==> src/design/trig_sine_table.svh <==
`ifndef TRIG_SINE_TABLE_SVH
`define TRIG_SINE_TABLE_SVH

// Entry i holds round(16383 * sin(i * pi / 128)) for i from 0 to 64
localparam trig_sample_t trig_sine_table [trig_table_depth] = '{
    16'sd0,
    16'sd402,
    16'sd804,
    16'sd1205,
    16'sd1606,
    16'sd2005,
    16'sd2404,
    16'sd2801,
    // 11.25 degrees
    16'sd3196,
    16'sd3590,
    16'sd3981,
    16'sd4370,
    16'sd4756,
    16'sd5139,
    16'sd5519,
    16'sd5896,
    // 22.5 degrees
    16'sd6270,
    16'sd6639,
    16'sd7005,
    16'sd7366,
    16'sd7723,
    16'sd8075,
    16'sd8423,
    16'sd8765,
    16'sd9102,
    16'sd9433,
    16'sd9759,
    16'sd10079,
    16'sd10393,
    16'sd10701,
    16'sd11002,
    16'sd11297,
    // 45 degrees
    16'sd11585,
    16'sd11865,
    16'sd12139,
    16'sd12405,
    16'sd12664,
    16'sd12915,
    16'sd13159,
    16'sd13394,
    16'sd13622,
    16'sd13841,
    16'sd14052,
    16'sd14255,
    16'sd14449,
    16'sd14634,
    16'sd14810,
    16'sd14977,
    // 67.5 degrees
    16'sd15136,
    16'sd15285,
    16'sd15425,
    16'sd15556,
    16'sd15678,
    16'sd15790,
    16'sd15892,
    16'sd15985,
    16'sd16068,
    16'sd16142,
    16'sd16206,
    16'sd16260,
    16'sd16304,
    16'sd16339,
    16'sd16363,
    16'sd16378,
    // Peak at a quarter turn
    trig_sample_t'(trig_full_scale)
};

`endif

==> src/design/efi_pkg.sv <==
`default_nettype none

package efi_pkg;

    // Argument and result streams carry words of the same width
    localparam int efi_data_width = 32;

    // Tag that routes a result back to its requester
    localparam int efi_dest_width = 8;

    // The first word of every request selects the function.
    // Any other value is answered with a single zero word.
    typedef enum logic [efi_data_width-1:0] {
        op_sin    = 32'd0,
        op_cos    = 32'd1,
        op_sincos = 32'd2
    } efi_opcode_e;

endpackage

`default_nettype wire

==> src/design/trig_pkg.sv <==
`default_nettype none

package trig_pkg;

    // One full turn is 256 phase steps
    localparam int trig_phase_width = 8;

    // Offset inside one quadrant, the two bits above it select the quadrant
    localparam int trig_index_width = 6;

    // Quarter wave with both end points, so 0 and 90 degrees are exact
    localparam int trig_table_depth = 65;

    localparam int trig_sample_width = 16;

    // Sample value that stands for 1.0
    localparam int trig_full_scale = 16383;

    // Phase offset that turns a sine lookup into a cosine lookup
    localparam int trig_quarter_turn = 64;

    typedef logic [trig_phase_width-1:0] trig_phase_t;

    // Table address, one bit wider than the index to reach entry 64
    typedef logic [trig_index_width:0] trig_addr_t;

    typedef logic signed [trig_sample_width-1:0] trig_sample_t;

endpackage

`default_nettype wire

==> src/design/efi_trig.sv <==
`default_nettype none

module efi_trig import efi_pkg::*, trig_pkg::*; (
    input  wire                       clock,
    input  wire                       rst_n,
    input  wire                       arguments_valid,
    output logic                      arguments_ready,
    input  wire  [efi_data_width-1:0] arguments_data,
    input  wire  [efi_dest_width-1:0] arguments_dest,
    input  wire                       arguments_last,
    output logic                      results_valid,
    input  wire                       results_ready,
    output logic [efi_data_width-1:0] results_data,
    output logic [efi_dest_width-1:0] results_dest,
    output logic                      results_last,
    output logic                      phase_valid,
    output trig_phase_t               phase,
    input  wire                       sample_valid,
    input  wire trig_sample_t         sin_sample,
    input  wire trig_sample_t         cos_sample
);

    typedef enum logic [2:0] {
        idle,
        collect,
        wait_sample,
        send_first,
        send_second
    } state_e;

    state_e       state;
    efi_opcode_e  opcode_q;
    logic         phase_seen;
    logic         have_samples;
    trig_sample_t sin_q;
    trig_sample_t cos_q;

    logic         arguments_xfer;
    logic         results_xfer;
    logic         known_op;
    logic         table_op;
    logic         first_ready;
    trig_sample_t sin_now;
    trig_sample_t cos_now;

    function automatic logic [efi_data_width-1:0] widen(input trig_sample_t s);
        widen = {{(efi_data_width - trig_sample_width){s[trig_sample_width-1]}}, s};
    endfunction

    assign arguments_ready = (state == idle) || (state == collect);
    assign arguments_xfer  = arguments_valid && arguments_ready;
    assign results_xfer    = results_valid && results_ready;

    assign known_op = opcode_q inside {op_sin, op_cos, op_sincos};

    // Only a known opcode that came with a phase word uses the table
    assign table_op = phase_seen && known_op;

    // Samples may arrive while surplus words are still being drained,
    // so the first word comes from the live samples or from the copy
    assign sin_now     = sample_valid ? sin_sample : sin_q;
    assign cos_now     = sample_valid ? cos_sample : cos_q;
    assign first_ready = !table_op || sample_valid || have_samples;

    always_ff @(posedge clock or negedge rst_n) begin
        if (!rst_n) begin
            state         <= idle;
            phase_seen    <= 1'b0;
            have_samples  <= 1'b0;
            phase_valid   <= 1'b0;
            results_valid <= 1'b0;
            results_last  <= 1'b0;
        end else begin
            phase_valid <= 1'b0;
            if (sample_valid) begin
                have_samples <= 1'b1;
            end
            case (state)
                idle: begin
                    phase_seen <= 1'b0;
                    if (arguments_xfer) begin
                        state <= arguments_last ? wait_sample : collect;
                    end
                end
                collect: begin
                    if (arguments_xfer) begin
                        // The first word after the opcode is the phase, later ones are dropped
                        if (!phase_seen) begin
                            phase_seen  <= 1'b1;
                            phase_valid <= known_op;
                        end
                        if (arguments_last) begin
                            state <= wait_sample;
                        end
                    end
                end
                wait_sample: begin
                    if (first_ready) begin
                        state         <= send_first;
                        have_samples  <= 1'b0;
                        results_valid <= 1'b1;
                        results_last  <= !(table_op && (opcode_q == op_sincos));
                    end
                end
                send_first: begin
                    if (results_xfer) begin
                        if (results_last) begin
                            state         <= idle;
                            results_valid <= 1'b0;
                            results_last  <= 1'b0;
                        end else begin
                            state        <= send_second;
                            results_last <= 1'b1;
                        end
                    end
                end
                send_second: begin
                    if (results_xfer) begin
                        state         <= idle;
                        results_valid <= 1'b0;
                        results_last  <= 1'b0;
                    end
                end
                default: begin
                    state <= idle;
                end
            endcase
        end
    end

    always_ff @(posedge clock) begin
        if (sample_valid) begin
            sin_q <= sin_sample;
            cos_q <= cos_sample;
        end
        if (arguments_xfer) begin
            if (state == idle) begin
                opcode_q     <= efi_opcode_e'(arguments_data);
                // Stands in as the tag when no phase word follows
                results_dest <= arguments_dest;
            end else if (!phase_seen) begin
                phase        <= arguments_data[trig_phase_width-1:0];
                results_dest <= arguments_dest;
            end
        end
        if (state == wait_sample && first_ready) begin
            if (!table_op) begin
                results_data <= '0;
            end else if (opcode_q == op_cos) begin
                results_data <= widen(cos_now);
            end else begin
                results_data <= widen(sin_now);
            end
        end else if (state == send_first && results_xfer && !results_last) begin
            results_data <= widen(cos_q);
        end
    end

    // A stalled result word stays put until the consumer takes it
    assert property (@(posedge clock) disable iff (!rst_n)
        results_valid && !results_ready |=> results_valid && $stable(results_data) &&
            $stable(results_dest) && $stable(results_last))
        else $error("efi_trig: result word changed while stalled");

endmodule

`default_nettype wire

==> src/design/efi_trig_unit.sv <==
`default_nettype none

module efi_trig_unit import efi_pkg::*, trig_pkg::*; (
    input  wire                       clock,
    input  wire                       rst_n,
    input  wire                       arguments_valid,
    output wire                       arguments_ready,
    input  wire  [efi_data_width-1:0] arguments_data,
    input  wire  [efi_dest_width-1:0] arguments_dest,
    input  wire                       arguments_last,
    output wire                       results_valid,
    input  wire                       results_ready,
    output wire  [efi_data_width-1:0] results_data,
    output wire  [efi_dest_width-1:0] results_dest,
    output wire                       results_last
);

    // Link between the sequencer and the lookup, which has no back-pressure
    wire               phase_valid;
    wire trig_phase_t  phase;
    wire               sample_valid;
    wire trig_sample_t sin_sample;
    wire trig_sample_t cos_sample;

    efi_trig u_sequencer (
        .clock           (clock),
        .rst_n           (rst_n),
        .arguments_valid (arguments_valid),
        .arguments_ready (arguments_ready),
        .arguments_data  (arguments_data),
        .arguments_dest  (arguments_dest),
        .arguments_last  (arguments_last),
        .results_valid   (results_valid),
        .results_ready   (results_ready),
        .results_data    (results_data),
        .results_dest    (results_dest),
        .results_last    (results_last),
        .phase_valid     (phase_valid),
        .phase           (phase),
        .sample_valid    (sample_valid),
        .sin_sample      (sin_sample),
        .cos_sample      (cos_sample)
    );

    trig_lut u_lut (
        .clock        (clock),
        .rst_n        (rst_n),
        .phase_valid  (phase_valid),
        .phase        (phase),
        .sample_valid (sample_valid),
        .sin_sample   (sin_sample),
        .cos_sample   (cos_sample)
    );

endmodule

`default_nettype wire

==> src/design/trig_lut.sv <==
`default_nettype none

module trig_lut import trig_pkg::*; (
    input  wire               clock,
    input  wire               rst_n,
    input  wire               phase_valid,
    input  wire trig_phase_t  phase,
    output logic              sample_valid,
    output trig_sample_t      sin_sample,
    output trig_sample_t      cos_sample
);

    `include "trig_sine_table.svh"

    localparam trig_phase_t half_turn = trig_phase_t'(2 * trig_quarter_turn);

    trig_phase_t cos_phase;
    logic [1:0]  sin_quadrant;
    logic [1:0]  cos_quadrant;

    logic        s1_valid;
    trig_addr_t  s1_sin_addr;
    trig_addr_t  s1_cos_addr;
    logic        s1_sin_neg;
    logic        s1_cos_neg;

    // Odd quadrants walk the table backwards from the peak
    function automatic trig_addr_t fold_addr(input logic [1:0] quadrant,
                                             input logic [trig_index_width-1:0] index);
        trig_addr_t addr;
        addr = trig_addr_t'(index);
        if (quadrant[0]) begin
            addr = trig_addr_t'(trig_quarter_turn) - addr;
        end
        return addr;
    endfunction

    // Cosine is the sine a quarter turn ahead, the add wraps at a full turn
    assign cos_phase    = phase + trig_phase_t'(trig_quarter_turn);
    assign sin_quadrant = phase[trig_phase_width-1 -: 2];
    assign cos_quadrant = cos_phase[trig_phase_width-1 -: 2];

    always_ff @(posedge clock or negedge rst_n) begin
        if (!rst_n) begin
            s1_valid     <= 1'b0;
            sample_valid <= 1'b0;
        end else begin
            s1_valid     <= phase_valid;
            sample_valid <= s1_valid;
        end
    end

    // Stage 1 folds both phases into a table address and a sign
    always_ff @(posedge clock) begin
        if (phase_valid) begin
            s1_sin_addr <= fold_addr(sin_quadrant, phase[trig_index_width-1:0]);
            s1_cos_addr <= fold_addr(cos_quadrant, cos_phase[trig_index_width-1:0]);
            // The lower half of the turn is negative
            s1_sin_neg  <= sin_quadrant[1];
            s1_cos_neg  <= cos_quadrant[1];
        end
    end

    // Stage 2 reads the table and applies the sign
    always_ff @(posedge clock) begin
        if (s1_valid) begin
            if (s1_sin_neg) begin
                sin_sample <= -trig_sine_table[s1_sin_addr];
            end else begin
                sin_sample <= trig_sine_table[s1_sin_addr];
            end
            if (s1_cos_neg) begin
                cos_sample <= -trig_sine_table[s1_cos_addr];
            end else begin
                cos_sample <= trig_sine_table[s1_cos_addr];
            end
        end
    end

    // Both samples take their sign from the phase issued two cycles earlier
    assert property (@(posedge clock) disable iff (!rst_n)
        sample_valid |->
            (sin_sample[trig_sample_width-1] == ($past(phase, 2) > half_turn)) &&
            (cos_sample[trig_sample_width-1] ==
                (trig_phase_t'($past(phase, 2) + trig_quarter_turn) > half_turn)))
        else $error("trig_lut: sample sign does not match the phase two cycles earlier");

endmodule

`default_nettype wire

==> config.mk <==
export PLATFORM = sky130hd
export DESIGN_NAME = efi_trig_unit
export DESIGN_NICKNAME = d
export VERILOG_FILES = /design/src/design/efi_pkg.sv /design/src/design/trig_pkg.sv /design/src/design/efi_trig.sv /design/src/design/efi_trig_unit.sv /design/src/design/trig_lut.sv
export VERILOG_INCLUDE_DIRS = /design/src /design/src/design
export SDC_FILE = /design/constraint.sdc
export NUM_CORES = 1
export LEC_CHECK = 0
export BUFFER_PORTS_ARGS = -buffer_cell sky130_fd_sc_hd__buf_4
export CORE_MARGIN = 8
export CORE_UTILIZATION = 54
export CTS_CLUSTER_SIZE = 24
export DETAILED_ROUTE_END_ITERATION = 8
export PLACE_DENSITY = 0.89
export REMOVE_ABC_BUFFERS = 1
export SYNTH_ARGS = -nofsm -noshare
export SYNTH_HDL_FRONTEND = slang
export SYNTH_SLANG_ARGS = --single-unit
==> constraint.sdc <==
create_clock -name clock -period 3.1 [get_ports clock]
set_input_delay 0.62 -clock clock [delete_from_list [all_inputs] [get_ports clock]]
set_output_delay 0.62 -clock clock [all_outputs]
set_load 0.01 [all_outputs]
==> results of run 1 <==
[registers in the layout (all words and copies together), names as in the netlist, 7 cells and up]
register                  flops
u_sequencer.opcode_q         32
u_lut.cos_sample             16
u_lut.sin_sample             16
u_sequencer.cos_q            16
u_sequencer.results_data     16
u_sequencer.sin_q            16
u_sequencer.phase             8
u_sequencer.results_dest      8
u_lut.s1_cos_addr             7
[worst paths after layout]
| kind | startpoint | endpoint | slack (ps) |
|---|---|---|---|
| min in group asynchronous | rst_n | u_sequencer.phase_valid | 590 |
| worst min-delay path | arguments_dest[1] | u_sequencer.results_dest[1] | 360 |
| worst min register to register | u_lut.s1_valid | u_lut.sample_valid | 400 |
| worst max register to register | u_lut.s1_cos_addr[0] | u_lut.sin_sample[10] | 70 |
| max in group asynchronous | rst_n | u_lut.sample_valid | 2370 |
| worst max-delay path | u_lut.s1_cos_addr[0] | u_lut.sin_sample[10] | 70 |
[cell usage after synthesis, types with 11 or more instances]
library cell,n
o21ai_1,12
xor2_1,14
o21ai_0,32
xnor2_1,23
nand3_1,11
nor2b_1,24
nor2_1,42
a21oi_1,41
o31ai_1,25
clkbuf_1,22
ha_1,31
mux2_2,37
nor3_1,16
buf_4,23
inv_1,25
dfxtp_1,32
buf_2,26
edfxtp_1,111
nand2b_1,29
mux2i_1,30
nand2_1,69
[per-stage QoR]
stage	worst slack (ps)	area (µm²)	hold WS [ps]
floorplan	-839	8740	324
global placement	130	10200	361
detailed placement	-43.4	10200	377
CTS	10.2	10800	347
global route	-9.81	10900	345
finish	67.6	10900	363
[power by group]
group          total (µW)  switching (µW)  leakage [µW]  internal, µW
logic                 839             475       0.00241           364
clock network        2010             869      0.000281          1140
registers            2620             151       0.00140          2470
[layer usage]
metal  share of wire [%]  GRT usage (%)
met1                  42           27.9
met3                 7.1           4.67
met4                 2.4           8.81
met2                  49           35.6
met5                   0              0
[worst register-to-register path, cell delays in order, from the launching register on]
cell and delay (ps):
edfxtp_1 420, inv_2 90, ha_1 240, nand2b_1 160, nor3b_1 170, o32a_1 320, o21ai_2 200, nor2b_4 210
ha_4 150, nand4b_1 90, nand4b_1 340, o31ai_2 300, xor2_1 90
[kinds of logic after synthesis]
logic type,Yosys count
buffers and inverters,106
adder cells (fa/ha/maj),31
multiplexers,70
flip-flops,153
AO/OA/AOI/OAI,217
XOR/XNOR,37
AND/OR/NAND/NOR,256
[area by class of cell]
class                           count  share of cell area (%)
Clock buffer                       21                    4.42
Sequential cell                   153                    38.8
Timing Repair Buffer              153                    11.2
Clock inverter                     11                   0.884
Tap cell                          220                    2.53
Multi-Input combinational cell    611                    41.3
Inverter                           28                   0.964
[what timing repair did]
action / in CTS / in global routing
endpoints found under the setup margin: 4 / 12
pin swaps: 1 / 6
setup buffers: 0 / 8
endpoints found under the hold margin: 10 / 0
gates resized for setup: 4 / 14
gates cloned: 0 / 0
hold buffers: 1 / 0
==> impl_metrics.tcl, run 1 <==
set metrics [dict create \
    finalMaxSlewViolations 0 \
    synth_top_cell_area_share_pct 36.3 \
    n_antenna_cell 0 \
    die_x_um 146 \
    power_uw 5470 \
    reg2reg_depth 12 \
    hold_class "input pin to flop" \
    finalCritPeriodShare_pct 97.8 \
    worst_slew_pin_slew_ps 795 \
    cpLargestDelayFamily "simple AND/OR/NAND/NOR gates" \
    run_status "finished clean" \
    start_kind "flop" \
    htreeDepth 4 \
    async_flop_share_pct 6.54 \
    die_height_um 146 \
    cts_num_sinks 153 \
    cp.required_ps 3280 \
    row_count 47 \
    final_core_util_pct 65.5 \
    avgSynthCellArea_um2 10.6 \
    fin_tns_setup_ps 0 \
    fin_nets 1040 \
    cts_root_buf "clkbuf_16" \
    drc 0 \
    num_vias 7328 \
    synthAdderAreaFrac_pct 4.22 \
    area_growth_pct 18.6 \
    synth_top_family_by_area "compound AO/OA/AOI/OAI gates" \
    grt_pass1_wl_um 38000 \
    syn_area_um2 9190 \
    slew_headroom_pct 47.0 \
    end_kind "flop" \
    final.fill_count 1247 \
    ios 88 \
    synth.area.mux_share_pct 8.54 \
    finalSetupViolCount 0 \
    cp_slowest_cell "edfxtp_1" \
    grt-ovfl-total 0 \
    power_leakage_uw 0.00409 \
    clock.fmax_mhz 330 \
    criticalPathCategory "flop to flop" \
    hold_viol 0 \
    hold-path-cell-count 1 \
    crit_buf_inv 1 \
    drive_gt1_share_pct 26.8 \
    cap_violations 0 \
    first_pass_iters 7 \
    wl_per_cell_um 20.0 \
    cts_buffer_depth 2 \
    synth_ff_type "edfxtp_1" \
    portBuffers 87 \
    antenna_found_initial 0 \
    dpl.hpwl_um 17100 \
    finClkSkew_ps 8.51 \
    viasPerCell 6.12 \
    grt_pass1_vias 7135 \
    grt_start_max_net_pins 39 \
    critical_path_cell_count 12 \
    critPathMostFrequentCell "nand4b_1" \
    drt_iter0_drc 846 \
    dp_cells 1156 \
    gr-usage-all-layers_pct 21.9 \
    finalNonFillerCells 1197 \
    synth_edf_count 111 \
    insertion_delay_ps 430 \
    final_cell_mix "buf_4, edfxtp_1, nand2_1" \
    synthXorXnorAreaFrac_pct 3.53 \
    max_stage_delay_ps 420 \
    ys_warn_count 0 \
    core-area_um2 16600 \
    yosys.area.top_type "edfxtp_1" \
    arrival_ps 3210 \
    final_common_cell "buf_4" \
    netlist_instances 870 \
    crit_chain "inv_2, ha_1, nand2b_1, nor3b_1, o32a_1, o21ai_2, nor2b_4, ha_4, nand4b_1, nand4b_1, o31ai_2, xor2_1" \
    crit_fanout 5 \
    yosys.cell_types.count 88 \
    ir_worst_vdd_uv 556 \
    ys_top_cells_by_area "edfxtp_1, dfxtp_1, mux2_2, ha_1, mux2i_1" \
    cts_tree "done" \
    die_area_um2 21500 \
    ys_ff_latch 153 \
    final_antenna_net_count 0 \
    multiInputGateArea_um2 4500 \
    seqCellArea_um2 4220 \
    synth-compound-area-share_pct 17.0 \
    initial_utilization_pct 55.2 \
    cts_made_buffers 17 \
    synth_simple_gate_area_share_pct 14.7 \
    fin_crit_ps 3030 \
    powerDensity_nw_per_um2 502 \
    wirelength_um 23900 \
    clk_pin_slew_ps 70 \
    synth-seq-area-share_pct 46.0 \
    gp_congestion 1.00 \
]
Power figures use the tool's default switching activity.
==> run 2: changes to the inputs <==
- RECOVER_POWER: default -> 50
==> run 2 against run 1 <==
Compared with the run above: the run now ends with max-capacitance violations, max-slew violations left; final area fell by 0.31%; first-iteration DRC count is 15% higher; sequential power about the same; die area unchanged; core utilization down 0.20 points; sequential cell count unchanged; clock skew grew 0.57 ps; fmax up 0.51%; combinational power is 1% lower; largest cell class unchanged; critical path type unchanged; non-clock buffer count unchanged; largest power group unchanged; cell count unchanged.
==> impl_metrics.tcl, run 2 (synthesis gave the netlist of run 1 again) <==
set metrics [dict create \
    run_status "finished with violations" \
    violations "max-capacitance violations, max-slew violations" \
    finalSetupViolCount 0 \
    drt_iter0_drc 970 \
    cap_violations 2 \
    wirelength_um 23900 \
    portBuffers 87 \
    insertion_delay_ps 430 \
    viasPerCell 6.15 \
    fin_ws_ps 83.1 \
    worst_slew_pin_slew_ps 1830 \
    pwr-share-clk_pct 36.8 \
    fin_crit_ps 3020 \
    finalMaxSlewViolations 67 \
    grt_pass1_wl_um 38000 \
    hold_viol 0 \
    final_antenna_net_count 0 \
    final_area_um2 10900 \
    cts_buffer_depth 2 \
    arrival_ps 3190 \
    post-place-ws_ps -43.4 \
    gp_congestion 1.00 \
    die_height_um 146 \
    combinationalPowerShare_pct 15.2 \
    cts_root_buf "clkbuf_16" \
    powerDensity_nw_per_um2 502 \
    end_kind "flop" \
    antenna_found_initial 0 \
    criticalPathCategory "flop to flop" \
    htreeDepth 4 \
    crit_fanout 5 \
    die_area_um2 21500 \
    ios 88 \
    ir_worst_vdd_uv 556 \
    final_cell_mix "edfxtp_1, buf_4, nand2_1" \
    num_vias 7358 \
    power_uw 5460 \
    holdWs_ps 386 \
    postPlaceCellArea_um2 10200 \
    power_leakage_uw 0.00407 \
    p_seq_share_pct 48.0 \
    slew_headroom_pct -22.2 \
    drc 0 \
    first_pass_iters 8 \
    core-area_um2 16600 \
    fin_nets 1040 \
    hold_class "input pin to flop" \
    fin_tns_setup_ps 0 \
    cts_tree "done" \
    switchingPower_uw 1490 \
    finalCritPeriodShare_pct 97.3 \
    grt_start_max_net_pins 39 \
    row_count 47 \
    swShare_pct 27.4 \
    largest_register_ffs 32 \
    start_kind "flop" \
    clk_pin_slew_ps 70 \
    area_growth_pct 18.2 \
    final.fill_count 1256 \
    cts_made_buffers 17 \
    dpl.hpwl_um 17100 \
    clock.fmax_mhz 331 \
    gr-usage-all-layers_pct 21.9 \
    n_antenna_cell 0 \
    grt_pass1_vias 7135 \
    cts_num_sinks 153 \
    final_common_cell "edfxtp_1" \
    p_int_uw 3960 \
    top_register "u_sequencer.opcode_q" \
    initial_utilization_pct 55.2 \
    cp.required_ps 3270 \
    die_x_um 146 \
    wl_per_cell_um 20.0 \
    finClkSkew_ps 9.07 \
    grt-ovfl-total 0 \
    drive_gt1_share_pct 23.8 \
]
==> run 2: worst paths after layout <==
path                       depth (start not counted)  slack [ps]                           to                  from
min reg2reg                                        0         400           u_lut.sample_valid        u_lut.s1_valid
min in group asynchronous                          2         720      u_sequencer.phase_valid                 rst_n
min                                                1         390  u_sequencer.results_dest[1]     arguments_dest[1]
max reg2reg                                       12          80         u_lut.sin_sample[12]  u_lut.s1_cos_addr[0]
max in group asynchronous                          2        2020           u_lut.sample_valid                 rst_n
max                                               12          80         u_lut.sin_sample[12]  u_lut.s1_cos_addr[0]
==> run 2: through the flow <==
stage          utilization (%)  std cells
6_report                  65.3       1197
5_1_grt                   65.3       1197
4_1_cts                   64.7       1189
3_5_place_dp              61.1       1156
3_3_place_gp              61.1       1156
2_1_floorplan                -        792
==> run 2: power by group through the flow <==
stage / logic, µW / registers (µW) / clock network (µW)
floorplan: 312 / 2720 / 0
global placement: 814 / 2650 / 0
detailed placement: 841 / 2660 / 0
CTS: 849 / 2620 / 2040
global route: 908 / 2650 / 2120
finish: 829 / 2620 / 2010
==> run 2: area by class of cell <==
type	count	area (µm²)	area share, %
tap	220	275	2.53
timing repair buffer	153	1180	10.9
sequential	153	4220	38.9
clock inverter	11	96.3	0.887
inverter	28	105	0.967
clock buffer	21	482	4.43
multi-input combinational	611	4500	41.4
==> run 2: what timing repair did <==
action                     in CTS  in global routing
gates resized for setup         4                 14
hold endpoints to repair       10                  0
setup endpoints to repair       4                 12
buffers inserted                0                  8
pin swaps                       1                  6
hold buffers                    1                  0
==> run 2: metal layers <==
metal	up-vias	share of wire, %	track usage (%)
met5	-	0	0
met4	0	2.3	8.81
met3	43	7.0	4.67
met2	329	48	35.6
met1	3570	42	27.9
li1	3416	-	-
==> run 2: worst max-delay path: stages, from the launching register on <==
cell and delay [ps]:
edfxtp_1 420, inv_2 90, ha_1 240, nand2b_1 160
nor3b_1 170, o32a_1 320, o21ai_2 200, nor2b_4 210
ha_4 150, nand4b_1 90, nand4b_1 340, o21ai_0 300
xnor2_1 90
